[config.mk]
export PLATFORM = sky130hd
export DESIGN_NAME = round_ctrl_flat
export DESIGN_NICKNAME = d
export VERILOG_FILES = /design/src/design/inv_aes_pkg.sv /design/src/design/round_ctrl_if.sv /design/src/design/round_ctrl.sv /design/src/flat_wrapper.sv
export SDC_FILE = /design/constraint.sdc
export NUM_CORES = 1
export LEC_CHECK = 0
export BUFFER_PORTS_ARGS = -buffer_cell sky130_fd_sc_hd__buf_2
export CAP_MARGIN = 5
export CORE_MARGIN = 2
export CORE_UTILIZATION = 40
export CTS_BUF_LIST = sky130_fd_sc_hd__clkbuf_2
export DETAILED_ROUTE_END_ITERATION = 16
export SYNTH_ARGS = -nofsm -noshare
export SYNTH_HDL_FRONTEND = slang
export SYNTH_SLANG_ARGS = --single-unit
[constraint.sdc]
create_clock -name clk -period 1.8 [get_ports clk]
set_clock_uncertainty 0.05 [all_clocks]
set_input_delay 0.18 -clock clk [delete_from_list [all_inputs] [get_ports clk]]
set_output_delay 0.18 -clock clk [all_outputs]
set_load 0.01 [all_outputs]
[src/design/inv_aes_pkg.sv]
// AES-128 decryption core definitions
`default_nettype none

package inv_aes_pkg;

	localparam int BLOCK_W    = 128;
	localparam int NUM_ROUNDS = 10;
	localparam int NUM_COLS   = 4;

	// Byte 0 is the leftmost byte of the block
	typedef logic [0:BLOCK_W/8-1][7:0] block_t;

	// One state column, row 0 first
	typedef logic [0:NUM_COLS-1][7:0] word_t;

	typedef logic [1:0] col_idx_t;
	typedef logic [3:0] key_idx_t;        // Round keys 0 to 10

	typedef enum logic [2:0] {
		IDLE,
		EXPAND,
		ADD_FIRST,
		SHIFT_SUB,
		ADD_KEY,
		MIX,
		DONE
	} ctrl_state_t;

	// Round constants, indexed by the round key being derived
	localparam logic [1:NUM_ROUNDS][7:0] RCON = {
		8'h01,
		8'h02,
		8'h04,
		8'h08,
		8'h10,
		8'h20,
		8'h40,
		8'h80,
		8'h1b,
		8'h36
	};

endpackage

`default_nettype wire

[src/design/round_ctrl_if.sv]
// Round command interface
`timescale 1ns/1ps
`default_nettype none

interface round_ctrl_if;
	import inv_aes_pkg::*;

	logic     load;        // Ciphertext XOR last round key
	logic     add_key;
	logic     shift_sub;
	logic     mix;
	col_idx_t col_idx;
	key_idx_t key_idx;

	modport ctrl (
		output load,
		output add_key,
		output shift_sub,
		output mix,
		output col_idx,
		output key_idx
	);

	modport dp (
		input load,
		input add_key,
		input shift_sub,
		input mix,
		input col_idx,
		input key_idx
	);

endinterface

`default_nettype wire

[src/design/round_ctrl.sv]
// Decryption sequencer
`timescale 1ns/1ps
`default_nettype none

module round_ctrl (
	input  logic       clk,
	input  logic       Reset,
	input  logic       run,
	input  logic       key_done,
	output logic       key_start,
	output logic       ready,
	round_ctrl_if.ctrl cmd
);
	import inv_aes_pkg::*;

	ctrl_state_t state;
	key_idx_t    rnd_cnt;        // Counts 9 down to 0
	col_idx_t    col_cnt;

	always_ff @(posedge clk or negedge Reset) begin
		if (!Reset) begin
			state   <= IDLE;
			rnd_cnt <= '0;
			col_cnt <= '0;
		end else begin
			case (state)
				IDLE: begin
					if (run) begin
						state   <= EXPAND;
						rnd_cnt <= key_idx_t'(NUM_ROUNDS - 1);
					end
				end
				EXPAND: begin
					if (key_done)
						state <= ADD_FIRST;
				end
				ADD_FIRST: state <= SHIFT_SUB;
				SHIFT_SUB: state <= ADD_KEY;
				ADD_KEY: begin
					col_cnt <= '0;
					if (rnd_cnt == '0)
						state <= DONE;        // Final round has no mix
					else
						state <= MIX;
				end
				MIX: begin
					col_cnt <= col_cnt + col_idx_t'(1);
					if (col_cnt == col_idx_t'(NUM_COLS - 1)) begin
						state   <= SHIFT_SUB;
						rnd_cnt <= rnd_cnt - key_idx_t'(1);
					end
				end
				DONE: begin
					if (!run)
						state <= IDLE;
				end
				default: state <= IDLE;
			endcase
		end
	end

	assign key_start = (state == IDLE) && run;
	assign ready     = (state == DONE);

	assign cmd.load      = (state == ADD_FIRST);
	assign cmd.shift_sub = (state == SHIFT_SUB);
	assign cmd.add_key   = (state == ADD_KEY);
	assign cmd.mix       = (state == MIX);
	assign cmd.col_idx   = col_cnt;
	assign cmd.key_idx   = (state == ADD_FIRST) ? key_idx_t'(NUM_ROUNDS) : rnd_cnt;

	a_cmd_onehot: assert property (
		@(posedge clk) disable iff (!Reset)
		$onehot0({cmd.load, cmd.add_key, cmd.shift_sub, cmd.mix})
	);

	a_key_idx_range: assert property (
		@(posedge clk) disable iff (!Reset)
		cmd.key_idx <= key_idx_t'(NUM_ROUNDS)
	);

	// Ready only follows the add of round key 0
	a_ready_after_last_add: assert property (
		@(posedge clk) disable iff (!Reset)
		$rose(ready) |-> $past(cmd.add_key && cmd.key_idx == '0)
	);

endmodule

`default_nettype wire

[src/flat_wrapper.sv]
// flat-port wrapper written by rule: the top's interface ports become plain ports
module round_ctrl_flat import inv_aes_pkg::*;
  (clk, Reset, run, key_done, key_start, ready, cmd_load, cmd_add_key, cmd_shift_sub, cmd_mix, cmd_col_idx, cmd_key_idx);
  round_ctrl_if cmd_i ();
  input  logic clk;
  input  logic Reset;
  input  logic run;
  input  logic key_done;
  output logic key_start;
  output logic ready;
  output wire logic [$bits(cmd_i.load)-1:0] cmd_load;
  output wire logic [$bits(cmd_i.add_key)-1:0] cmd_add_key;
  output wire logic [$bits(cmd_i.shift_sub)-1:0] cmd_shift_sub;
  output wire logic [$bits(cmd_i.mix)-1:0] cmd_mix;
  output wire logic [$bits(cmd_i.col_idx)-1:0] cmd_col_idx;
  output wire logic [$bits(cmd_i.key_idx)-1:0] cmd_key_idx;
  assign cmd_load = cmd_i.load;
  assign cmd_add_key = cmd_i.add_key;
  assign cmd_shift_sub = cmd_i.shift_sub;
  assign cmd_mix = cmd_i.mix;
  assign cmd_col_idx = cmd_i.col_idx;
  assign cmd_key_idx = cmd_i.key_idx;
  round_ctrl u_core (.clk(clk), .Reset(Reset), .run(run), .key_done(key_done), .key_start(key_start), .ready(ready), .cmd(cmd_i));
endmodule
==> results by group <==
Yosys
  • Post-synthesis cell area: roughly 600 µm²
  • Synth Area in XOR/XNOR: 0%
  • Sequential area share after synthesis: 37.7%
  • Count of unique library cells instantiated by Yosys: 28
  • Largest family of logic cells by synthesized area: simple AND/OR/NAND/NOR gates
  • Mux contribution to synthesized area: under 10%
  • Synth area leaders: dfrtp_1, ha_1, o21ai_0
  • Synth top cells by count: dfrtp_1, nand2_1, nor2_1, o21ai_0, nor2b_1
  • EDFF count, synth: 0
  • Share of synthesized registers carrying an async set or reset: 100%
  • Ys Warns: 0
  • Synth Area in Compound Gates: between 10% and 20%
  • Syn avg cell area: ~9 µm²
  • Most used DFF post-synth: dfrtp_1
  • Post-Synth Adder-Cell Area: under 10%
  • Yosys top cell area share: a little under two fifths
  • Synthesized net count: between 70 and 80
  • Post-synthesis simple-gate area fraction: roughly a third
  • Yosys reg bits: 9
  • Largest area contributor in the netlist: dfrtp_1
  • Post-Syn Instances: 67
  • Count leader, synth: dfrtp_1

Placement
  • PortBufs: 15
  • Gpl congestion: approximately 0.76
  • Final HPWL DP: roughly 930 µm
  • Setup Slack @ Placement: roughly 0.35 ns

Min path
  • Hold Startpoint: key_done
  • Hold path endpoint: u_core.state[0]
  • Hold path cells: 4
  • Worst hold path class: input pin to register

Setup path
  • CP required: approximately 1.6 ns
  • Worst setup path category: register to output pin
  • Kind of end point of the critical path: output pin
  • Startpoint types: register
  • Crit-path max FO: 15
  • R2R Path Start: u_core.rnd_cnt[0]
  • R2r endpoint: u_core.state[0]
  • FF-to-FF setup slack: between 0.3 and 0.4 ns
  • Reg2Reg Depth: 5
  • CP Data Arrival Time: 1.45 ns

Global route
  • Vias in the first global route: approximately 480
  • First-pass GRT wire length: about 2100 µm
  • Initial antenna violation count: 0
  • Total GRT Usage: between 10% and 20%
  • Pin count of the biggest net entering global routing: 17
  • GR Overflow Total: 0

Floorplan
  • I/O Pins: 16
  • Core Region: between 1000 and 1500 µm²
  • Die area: approximately 1800 µm²
  • Chip height: approximately 43 µm
  • Initial Utilization: 44.2%
  • # rows: 13
  • Die X: approximately 43 µm

Clock tree
  • Worst-Skew Late Latency: 0.25 ns
  • CTS Buf Count: 3
  • Cts repair resizes: 0
  • CTS tree: built
  • H-tree levels: 1
  • Clock Sinks: 9
  • CTS root buf: clkbuf_2
  • Post-CTS Setup Inserts: 0
  • Clock slew at reported path FFs: roughly 0.1 ns
  • Maximum buffer depth of the clock tree: 2

Timing
  • Worst-margin pin slew: slightly below 0.4 ns
  • Crit path time final: 1.68 ns
  • Crit share post-route: roughly 93%
  • Unrepaired setup endpoints after global routing: no
  • Max frequency: about 600 MHz
  • Final hold violation count: 0
  • Setup ws final: 0.120 ns
  • Hold slack: 0.163 ns
  • Worst relative slew slack: between 70% and 80%
  • Finish-stage setup viols: 0
  • Setup TNS: 0 ns
  • Final Max Tran Viols: 0

Route
  • Vias/cell: 5.27
  • DRT Pass-1 Iters: 4
  • Vias post-DR: 527
  • Drc violations: 0
  • Wire per inst: approximately 13 µm
  • Final wirelength: roughly 1300 µm
  • Routed Antenna Nets: 0
  • Initial detailed-routing violation count: 8

Power
  • Maximum vdd drop: approximately 0.73 mV
  • Static leakage: 0.337 nW
  • Tot Pwr: approximately 1.1 mW
  • Power Density: 1560 nW/µm²

Final layout
  • Number of diodes: 0
  • Area Growth Syn to Fin: 18.9%
  • Nets@finish: 93
  • Fill cell count: 130
  • Ratio of cells with drive above 1 in the final layout: between 30% and 40%

Run status
  • Status: complete, no violations

Job
  • Max cap viols: 0
[state kept, by name, summed over array words and instances, names as in the netlist]
name	flops
u_core.cmd.col_idx	2
u_core.state	3
u_core.rnd_cnt	4
[area by class of cell]
type	instances	area (µm²)	area share [%]
repair buffers	18	100	14.1
flip-flops and latches	9	225	31.7
clock buffers	4	20.0	2.82
inverters	2	7.51	1.06
multi-input cells	52	338	47.6
well taps	15	18.8	2.65
[per-stage QoR]
step	instance area (µm²)	util (%)	std cells
final	709	52.5	100
after global routing	709	52.5	100
after CTS	709	52.5	100
after detailed placement	679	50.3	95
after global placement	679	50.3	95
after floorplan	597	-	67
[cells by family after synthesis]
| kind of cell | after synthesis |
|---|---|
| buffers and inverters | 6 |
| muxes | 2 |
| DFF | 9 |
| adders and majority gates | 3 |
| AOI/OAI and AO/OA | 11 |
| and+or+nand+nor | 36 |
[placed cells by master (no fill, tap or decap), types with 2 or more instances in the layout]
master	instances
and2_1	2
ha_1	3
nand2b_1	2
buf_2	15
dfrtp_1	9
nor2_1	6
nor3_1	2
o21ai_0	6
buf_4	2
clkbuf_2	4
or2_2	2
nand2_1	8
inv_1	2
a21oi_1	2
nand3_1	2
nor2b_1	4
[power by group]
part	switching [mW]	internal (mW)	total, mW
Combinational	0.326	0.278	0.604
Clock	0.0719	0.0591	0.131
Sequential	0.0963	0.277	0.373
Total	0.494	0.614	1.11
[worst max path at each step]
stage	startpoint	end	cells past startpoint
after CTS	u_core.state[1]	cmd_key_idx[3]	3
after floorplan	u_core.rnd_cnt[0]	u_core.state[0]	5
after detailed placement	u_core.rnd_cnt[0]	u_core.state[0]	5
after global routing	u_core.state[1]	cmd_key_idx[1]	3
final	u_core.state[1]	cmd_key_idx[3]	3
after global placement	u_core.rnd_cnt[0]	u_core.state[0]	5
[layer usage]
layer	vias to the layer above	global-route usage [%]	part of all wire [%]
li1	271	-	-
met1	241	19.4	48
met2	13	25.2	46
met3	2	6.47	4.7
met4	0	5.63	1.1
met5	-	0	0
[worst max-delay path, cell delays in order (launching register included)]
cell and delay (ns):
dfrtp_1 0.53, and2_1 0.25, or2_2 0.28, buf_2 0.14
[what timing repair did]
item,CTS,global route
endpoints found under the hold margin,9,0
setup endpoints to repair,0,0
hold buffers,1,0
No activity file was read; power rests on OpenSTA's default activity.
