--- src/design/inv_aes_pkg.sv ---
// AES-128 decryption core definitions
`default_nettype none

package inv_aes_pkg;

	localparam int BLOCK_W    = 128;
	localparam int NUM_ROUNDS = 10;
	localparam int NUM_COLS   = 4;

	// Byte 0 is the leftmost byte of the block
	typedef logic [0:BLOCK_W/8-1][7:0] block_t;

	// One state column, row 0 first
	typedef logic [0:NUM_COLS-1][7:0] word_t;

	typedef logic [1:0] col_idx_t;
	typedef logic [3:0] key_idx_t;        // Round keys 0 to 10

	typedef enum logic [2:0] {
		IDLE,
		EXPAND,
		ADD_FIRST,
		SHIFT_SUB,
		ADD_KEY,
		MIX,
		DONE
	} ctrl_state_t;

	// Round constants, indexed by the round key being derived
	localparam logic [1:NUM_ROUNDS][7:0] RCON = {
		8'h01,
		8'h02,
		8'h04,
		8'h08,
		8'h10,
		8'h20,
		8'h40,
		8'h80,
		8'h1b,
		8'h36
	};

endpackage

`default_nettype wire

--- src/design/round_ctrl_if.sv ---
// Round command interface
`timescale 1ns/1ps
`default_nettype none

interface round_ctrl_if;
	import inv_aes_pkg::*;

	logic     load;        // Ciphertext XOR last round key
	logic     add_key;
	logic     shift_sub;
	logic     mix;
	col_idx_t col_idx;
	key_idx_t key_idx;

	modport ctrl (
		output load,
		output add_key,
		output shift_sub,
		output mix,
		output col_idx,
		output key_idx
	);

	modport dp (
		input load,
		input add_key,
		input shift_sub,
		input mix,
		input col_idx,
		input key_idx
	);

endinterface

`default_nettype wire

--- src/design/byte_sbox.sv ---
// AES byte substitution
`timescale 1ns/1ps
`default_nettype none

module byte_sbox #(
	parameter bit INVERSE = 1'b0
) (
	input  logic [7:0] in_byte,
	output logic [7:0] out_byte
);

	localparam logic [0:255][7:0] FWD_TABLE = {
		128'h637c777bf26b6fc53001672bfed7ab76,
		128'hca82c97dfa5947f0add4a2af9ca472c0,
		128'hb7fd9326363ff7cc34a5e5f171d83115,
		128'h04c723c31896059a071280e2eb27b275,
		128'h09832c1a1b6e5aa0523bd6b329e32f84,
		128'h53d100ed20fcb15b6acbbe394a4c58cf,
		128'hd0efaafb434d338545f9027f503c9fa8,
		128'h51a3408f929d38f5bcb6da2110fff3d2,
		128'hcd0c13ec5f974417c4a77e3d645d1973,
		128'h60814fdc222a908846eeb814de5e0bdb,
		128'he0323a0a4906245cc2d3ac629195e479,
		128'he7c8376d8dd54ea96c56f4ea657aae08,
		128'hba78252e1ca6b4c6e8dd741f4bbd8b8a,
		128'h703eb5664803f60e613557b986c11d9e,
		128'he1f8981169d98e949b1e87e9ce5528df,
		128'h8ca1890dbfe6426841992d0fb054bb16
	};

	localparam logic [0:255][7:0] INV_TABLE = {
		128'h52096ad53036a538bf40a39e81f3d7fb,
		128'h7ce339829b2fff87348e4344c4dee9cb,
		128'h547b9432a6c2233dee4c950b42fac34e,
		128'h082ea16628d924b2765ba2496d8bd125,
		128'h72f8f66486689816d4a45ccc5d65b692,
		128'h6c704850fdedb9da5e154657a78d9d84,
		128'h90d8ab008cbcd30af7e45805b8b34506,
		128'hd02c1e8fca3f0f02c1afbd0301138a6b,
		128'h3a9111414f67dcea97f2cfcef0b4e673,
		128'h96ac7422e7ad3585e2f937e81c75df6e,
		128'h47f11a711d29c5896fb7620eaa18be1b,
		128'hfc563e4bc6d279209adbc0fe78cd5af4,
		128'h1fdda8338807c731b11210592780ec5f,
		128'h60517fa919b54a0d2de57a9f93c99cef,
		128'ha0e03b4dae2af5b0c8ebbb3c83539961,
		128'h172b047eba77d626e169146355210c7d
	};

	assign out_byte = INVERSE ? INV_TABLE[in_byte] : FWD_TABLE[in_byte];

endmodule

`default_nettype wire

--- src/design/inv_mix_column.sv ---
// Inverse MixColumns for one column
`timescale 1ns/1ps
`default_nettype none

module inv_mix_column (
	input  inv_aes_pkg::word_t in_col,
	output inv_aes_pkg::word_t out_col
);
	import inv_aes_pkg::*;

	word_t x2;
	word_t x4;
	word_t x8;

	// Multiply by 2 in GF(2^8)
	function automatic logic [7:0] xtime(input logic [7:0] b);
		return {b[6:0], 1'b0} ^ (b[7] ? 8'h1b : 8'h00);
	endfunction

	always_comb begin
		for (int i = 0; i < NUM_COLS; i++) begin
			x2[i] = xtime(in_col[i]);
			x4[i] = xtime(x2[i]);
			x8[i] = xtime(x4[i]);
		end
	end

	// Row r takes 0e, 0b, 0d, 09 starting at byte r
	always_comb begin
		for (int r = 0; r < NUM_COLS; r++) begin
			out_col[r] = (x8[r] ^ x4[r] ^ x2[r])
				^ (x8[(r + 1) % 4] ^ x2[(r + 1) % 4] ^ in_col[(r + 1) % 4])
				^ (x8[(r + 2) % 4] ^ x4[(r + 2) % 4] ^ in_col[(r + 2) % 4])
				^ (x8[(r + 3) % 4] ^ in_col[(r + 3) % 4]);
		end
	end

endmodule

`default_nettype wire

--- src/design/inv_round_datapath.sv ---
// Inverse cipher round datapath
`timescale 1ns/1ps
`default_nettype none

module inv_round_datapath (
	input  logic                clk,
	input  logic                Reset,
	input  inv_aes_pkg::block_t ciphertext,
	input  inv_aes_pkg::block_t round_key,
	round_ctrl_if.dp            cmd,
	output inv_aes_pkg::block_t state
);
	import inv_aes_pkg::*;

	block_t shifted;
	block_t subbed;
	word_t  mix_in;
	word_t  mix_out;

	// InvShiftRows, row r rotates right by r
	always_comb begin
		for (int c = 0; c < NUM_COLS; c++) begin
			for (int r = 0; r < 4; r++) begin
				shifted[4 * c + r] = state[4 * ((c - r + 4) % 4) + r];
			end
		end
	end

	for (genvar i = 0; i < BLOCK_W / 8; i++) begin : g_inv_sbox
		byte_sbox #(
			.INVERSE (1'b1)
		) u_inv_sbox (
			.in_byte  (shifted[i]),
			.out_byte (subbed[i])
		);
	end

	assign mix_in = state[{cmd.col_idx, 2'b00} +: 4];

	inv_mix_column u_mix (
		.in_col  (mix_in),
		.out_col (mix_out)
	);

	always_ff @(posedge clk or negedge Reset) begin
		if (!Reset) begin
			state <= '0;
		end else if (cmd.load) begin
			state <= ciphertext ^ round_key;
		end else if (cmd.add_key) begin
			state <= state ^ round_key;
		end else if (cmd.shift_sub) begin
			state <= subbed;
		end else if (cmd.mix) begin
			state[{cmd.col_idx, 2'b00} +: 4] <= mix_out;        // One column per cycle
		end
	end

	a_mix_col_known: assert property (
		@(posedge clk) disable iff (!Reset)
		cmd.mix |-> !$isunknown(cmd.col_idx)
	);

endmodule

`default_nettype wire

--- src/flat_wrapper.sv ---
// flat-port wrapper written by rule: the top's interface ports become plain ports
module inv_round_datapath_flat import inv_aes_pkg::*;
  (clk, Reset, ciphertext, round_key, state, cmd_load, cmd_add_key, cmd_shift_sub, cmd_mix, cmd_col_idx, cmd_key_idx);
  round_ctrl_if cmd_i ();
  input  logic clk;
  input  logic Reset;
  input  inv_aes_pkg::block_t ciphertext;
  input  inv_aes_pkg::block_t round_key;
  output inv_aes_pkg::block_t state;
  input wire logic [$bits(cmd_i.load)-1:0] cmd_load;
  input wire logic [$bits(cmd_i.add_key)-1:0] cmd_add_key;
  input wire logic [$bits(cmd_i.shift_sub)-1:0] cmd_shift_sub;
  input wire logic [$bits(cmd_i.mix)-1:0] cmd_mix;
  input wire logic [$bits(cmd_i.col_idx)-1:0] cmd_col_idx;
  input wire logic [$bits(cmd_i.key_idx)-1:0] cmd_key_idx;
  assign cmd_i.load = cmd_load;
  assign cmd_i.add_key = cmd_add_key;
  assign cmd_i.shift_sub = cmd_shift_sub;
  assign cmd_i.mix = cmd_mix;
  assign cmd_i.col_idx = cmd_col_idx;
  assign cmd_i.key_idx = cmd_key_idx;
  inv_round_datapath u_core (.clk(clk), .Reset(Reset), .ciphertext(ciphertext), .round_key(round_key), .cmd(cmd_i), .state(state));
endmodule
--- config.mk ---
export PLATFORM = sky130hd
export DESIGN_NAME = inv_round_datapath_flat
export DESIGN_NICKNAME = d
export VERILOG_FILES = /design/src/design/inv_aes_pkg.sv /design/src/design/round_ctrl_if.sv /design/src/design/byte_sbox.sv /design/src/design/inv_mix_column.sv /design/src/design/inv_round_datapath.sv /design/src/flat_wrapper.sv
export SDC_FILE = /design/constraint.sdc
export NUM_CORES = 2
export LEC_CHECK = 0
export ABC_AREA = 1
export BUFFER_PORTS_ARGS = -buffer_cell sky130_fd_sc_hd__buf_2
export CELL_PAD_IN_SITES_DETAIL_PLACEMENT = 1
export CELL_PAD_IN_SITES_GLOBAL_PLACEMENT = 1
export CORE_MARGIN = 2
export CORE_UTILIZATION = 47
export CTS_BUF_LIST = sky130_fd_sc_hd__clkbuf_2
export DETAILED_ROUTE_END_ITERATION = 10
export PLACE_DENSITY_LB_ADDON = 0.1
export REMOVE_ABC_BUFFERS = 1
export SYNTH_ARGS = -nofsm -noshare
export SYNTH_HDL_FRONTEND = slang
export SYNTH_HIERARCHICAL = 1
export SYNTH_SLANG_ARGS = --single-unit
--- constraint.sdc ---
create_clock -name clk -period 7.4 [get_ports clk]
set_input_delay 1.85 -clock clk [delete_from_list [all_inputs] [get_ports clk]]
set_output_delay 1.85 -clock clk [all_outputs]
set_load 0.02 [all_outputs]
==> results.toml <==
[critical_path]
cp_slowest_stage_delay_ns = 1.00
crit_fanout = 25
critical-path-slowest-cell = "nor2_1"
cpMostUsedCell = "nand2_1"
path_cells = "buf_2 > inv_2 > nor2_4 > buf_4 > a22oi_1 > o221ai_1 > nand2_1 > nand2_1 > nand2_1 > nand2_2 > nand2_1 > nand2_1 > nand2_1 > nand2_1 > nand2_1 > nand2_1 > nor2_1 > nor2_1 > nand2_1 > nor2_1 > nand2_1 > nand2_1 > nand3_1 > a21oi_1"
reg2reg_to = "u_core/state[92]"
r2r_cells = 21
regToRegSetupSlack_ns = 2.15
path_class = "input port to register"
startpoint_type = "input port"
crit_cells = 24
required_ns = 8.42
startpoint = "cmd_col_idx[0]"
critPathTopFamily = "simple AND/OR/NAND/NOR gates"
path_buf_inv = 3
cp-end-kind = "register"
r2r-start = "u_core/state[21]"
arrival_ns = 7.26

[timing]
report.final.hold_viol_count = 0
period_share_pct = 84.4
setup_tns_ns = 0
skew_ns = 0.0720
finalCriticalPeriod_ns = 6.24
setup_viol = 0
worst_pin_slew_ns = 1.35
relSlewSlack_pct = 9.39
fmax_mhz = 160
final_max_slew_viol_count = 0
rsz0062_at_grt = "no"

[final_layout]
largest_reg_flops = 128
final_area_mm2 = 0.0666
synthToLayoutAreaGrowth_pct = 1.12
fin_cells = 14600
multi_input_area_mm2 = 0.0539
regArea_mm2 = 0.00327
largest-register = "u_core/state"
fin_nets = 13300
drive_gt1_share_pct = 8.93
top_regs = "u_core/state x128"
fillers = 21800

[route]
vias_per_cell = 6.91
ant_nets = 0
dr.pass1.iters = 11
drc_errors = 4
drtIter0Drc = 17600
num_vias = 101000
wl_per_cell_um = 28.2
routed_wl_um = 411000

[clocking]
htree_levels = 4
clk_path_buf_depth = 2
postCtsHoldBufs = 0
clk_latency_ns = 1.13
root_buffer = "clkbuf_2"
post_cts_buffers = 0
path_clk_slew_ns = 0.25
numCtsBuffers = 17
clock-sinks = 128
cts_tree = "yes"
ctsResizeCount = 0

[power]
switchingPower_mw = 14.4
clkPwrFrac_pct = 2.8
sw_frac_of_total_pct = 72.1
p_leak_nw = 35.3
ir_drop_mv = 0.269
seq_power_share_pct = 5.6
p_int_mw = 5.56
power.density_mw_per_mm2 = 299
p_comb_share_pct = 91.6

[floorplanning]
io_pins = 396
die_x_um = 378
dieArea_mm2 = 0.143
rows = 137
core-area_mm2 = 0.139
dieHeight_um = 378
start_util_pct = 47.3

[placed_design]
placed_area_mm2 = 0.0663
port_buffers = 391
place.gp.congestion = 1.09
dp_hpwl_um = 285000
placedCellCount = 14500

[min_path]
hold_start = "u_core/state[36]"
worst_hold_path_type = "register to register"
hold-path-cell-count = 2
min_to = "u_core/state[36]"

[logic_synthesis]
ys_seq_area_share_pct = 4.87
ys_warn_count = 6
syn_inst = 13000
synth_seq_cells = 128
synth_edf_count = 0
syn_area_mm2 = 0.0658
synth.distinct_cells = 47
ys.flop_type = "dfrtp_1"
avgSynthCellArea_um2 = 5.05
async_reset_ff_share_pct = 100

[run]
drv_cap = 0

[grt]
globalRoute.busiestLayer = "met2"
met2_usage_pct = 76.4
grt.met1_usage_pct = 66.2
grt_max_degree = 156
antenna_found_initial = 33
grt_pass1_vias = 96100
use_met3_pct = 21.9
grt_pass1_wl_um = 604000
overflow = 0
grt_usage_pct = 54.4

[run_status]
status = "finished with violations"
violations = "DRC"
==> Yosys cell counts (7+ instances only) <==
master / count / area share, %
xor2_2: 8 / 0.20
clkbuf_2: 12 / 0.091
o211ai_1: 24 / 0.27
or2_0: 14 / 0.13
clkbuf_1: 161 / 0.92
nand2_1: 4088 / 23
o21bai_1: 15 / 0.17
xor2_1: 89 / 1.2
nand3_1: 4010 / 30
o221ai_1: 31 / 0.41
nand2_4: 49 / 0.84
nor2_4: 32 / 0.55
inv_2: 61 / 0.35
dfrtp_1: 128 / 4.9
nand2_2: 172 / 1.6
o21ai_1: 40 / 0.30
inv_1: 814 / 4.6
inv_4: 17 / 0.16
buf_1: 100 / 0.57
o21ai_0: 268 / 2.0
a21oi_4: 7 / 0.17
nor2_1: 1015 / 5.8
ha_1: 320 / 6.1
a22oi_1: 31 / 0.35
nor2_2: 36 / 0.34
buf_4: 108 / 1.2
buf_6: 66 / 1.1
nand4_1: 18 / 0.17
buf_2: 459 / 3.5
a21oi_2: 74 / 0.98
a21oi_1: 609 / 4.6
buf_8: 24 / 0.55
nand3_2: 12 / 0.18
xnor2_1: 90 / 1.2
==> power by group through the flow <==
stage	Sequential (mW)	Clock [mW]	Combinational, mW
final	1.12	0.558	18.2
after global routing	1.13	0.580	18.9
after CTS	1.10	0.561	17.0
after detailed placement	1.11	0	16.9
after global placement	1.10	0	16.4
after floorplan	1.96	0	9.68
==> per-layer routing <==
metal | share of wire [%] | routed length, um | vias to the layer above
met4 | 8.9 | 36400 | 34
met5 | 0.055 | 224 | -
met3 | 16 | 64200 | 2461
li1 | - | - | 42200
met1 | 36 | 147000 | 47200
met2 | 40 | 162000 | 8835
==> worst max path at each step <==
stage | endpoint | slack (ns)
final | u_core/state[92] | 1.16
after global routing | u_core/state[92] | 1.19
after CTS | u_core/state[92] | 1.66
after detailed placement | u_core/state[92] | 0.49
after global placement | u_core/state[92] | 0.83
after floorplan | u_core/state[0] | 2.28
==> stage by stage <==
stage          utilization, %  total power [mW]  hold slack, ns  setup slack (ns)
3_3_place_gp             47.6              17.5           0.550             0.834
6_report                 47.8              19.9           0.633              1.16
2_1_floorplan               -              11.6           0.761              2.28
4_1_cts                  47.8              18.6           0.623              1.66
5_1_grt                  47.8              20.7           0.657              1.19
3_5_place_dp             47.6              18.0           0.575             0.493
==> layout by cell type, fill, tap and decap left out, drive strengths merged <==
cell type	Yosys	routed
xor2	98	98
diode	0	11
xnor2	95	95
clkbuf	175	17
nand2	4309	4309
buf	760	574
nand4	18	18
clkinvlp	0	2
nor2	1083	1083
dfrtp	128	128
or2	23	23
o211ai	24	24
o21ai	308	308
clkinv	1	4
o21bai	15	15
o221ai	31	31
nand3b	5	5
xnor3	1	1
a22oi	31	31
a21o	1	1
inv	893	902
a21oi	690	690
bufinv	0	1
ha	320	320
o22ai	1	1
nand3	4022	4022
==> cells by family after synthesis <==
| family | after synthesis | share of synthesized area, % |
|---|---|---|
| AND/OR/NAND/NOR | 9460 | 63.6 |
| buffers and inverters | 1829 | 13.3 |
| AO/OA/AOI/OAI | 1101 | 9.36 |
| adder cells (fa/ha/maj) | 320 | 6.08 |
| XOR/XNOR | 194 | 2.81 |
| flip-flops | 128 | 4.87 |
==> worst register-to-register path, stage by stage (launching register included) <==
cell and delay, ns:
dfrtp_1 0.42, buf_4 0.45, inv_1 0.29, o221ai_1 0.96, inv_1 0.25, nand2_1 0.15
nand2_2 0.14, nand2_1 0.19, nand2_1 0.17, nand2_1 0.12, nand3_1 0.09, nand3_1 0.10
nand2_1 0.07, nand2_1 0.07, inv_1 0.04, nor2_1 0.99, nand2_1 0.15, nor2_1 0.14
nand2_1 0.06, nand2_1 0.09, nand3_1 0.07, a21oi_1 0.16
==> layout make-up <==
type | count | area share [%]
clock inverters | 15 | 0.252
inverters | 894 | 5.12
repair buffers | 574 | 5.06
multi-input cells | 11100 | 81.0
clock buffers | 17 | 0.128
well taps | 1876 | 3.53
flip-flops and latches | 128 | 4.91
diodes | 11 | 0.0414
Power figures use the tool's default switching activity.
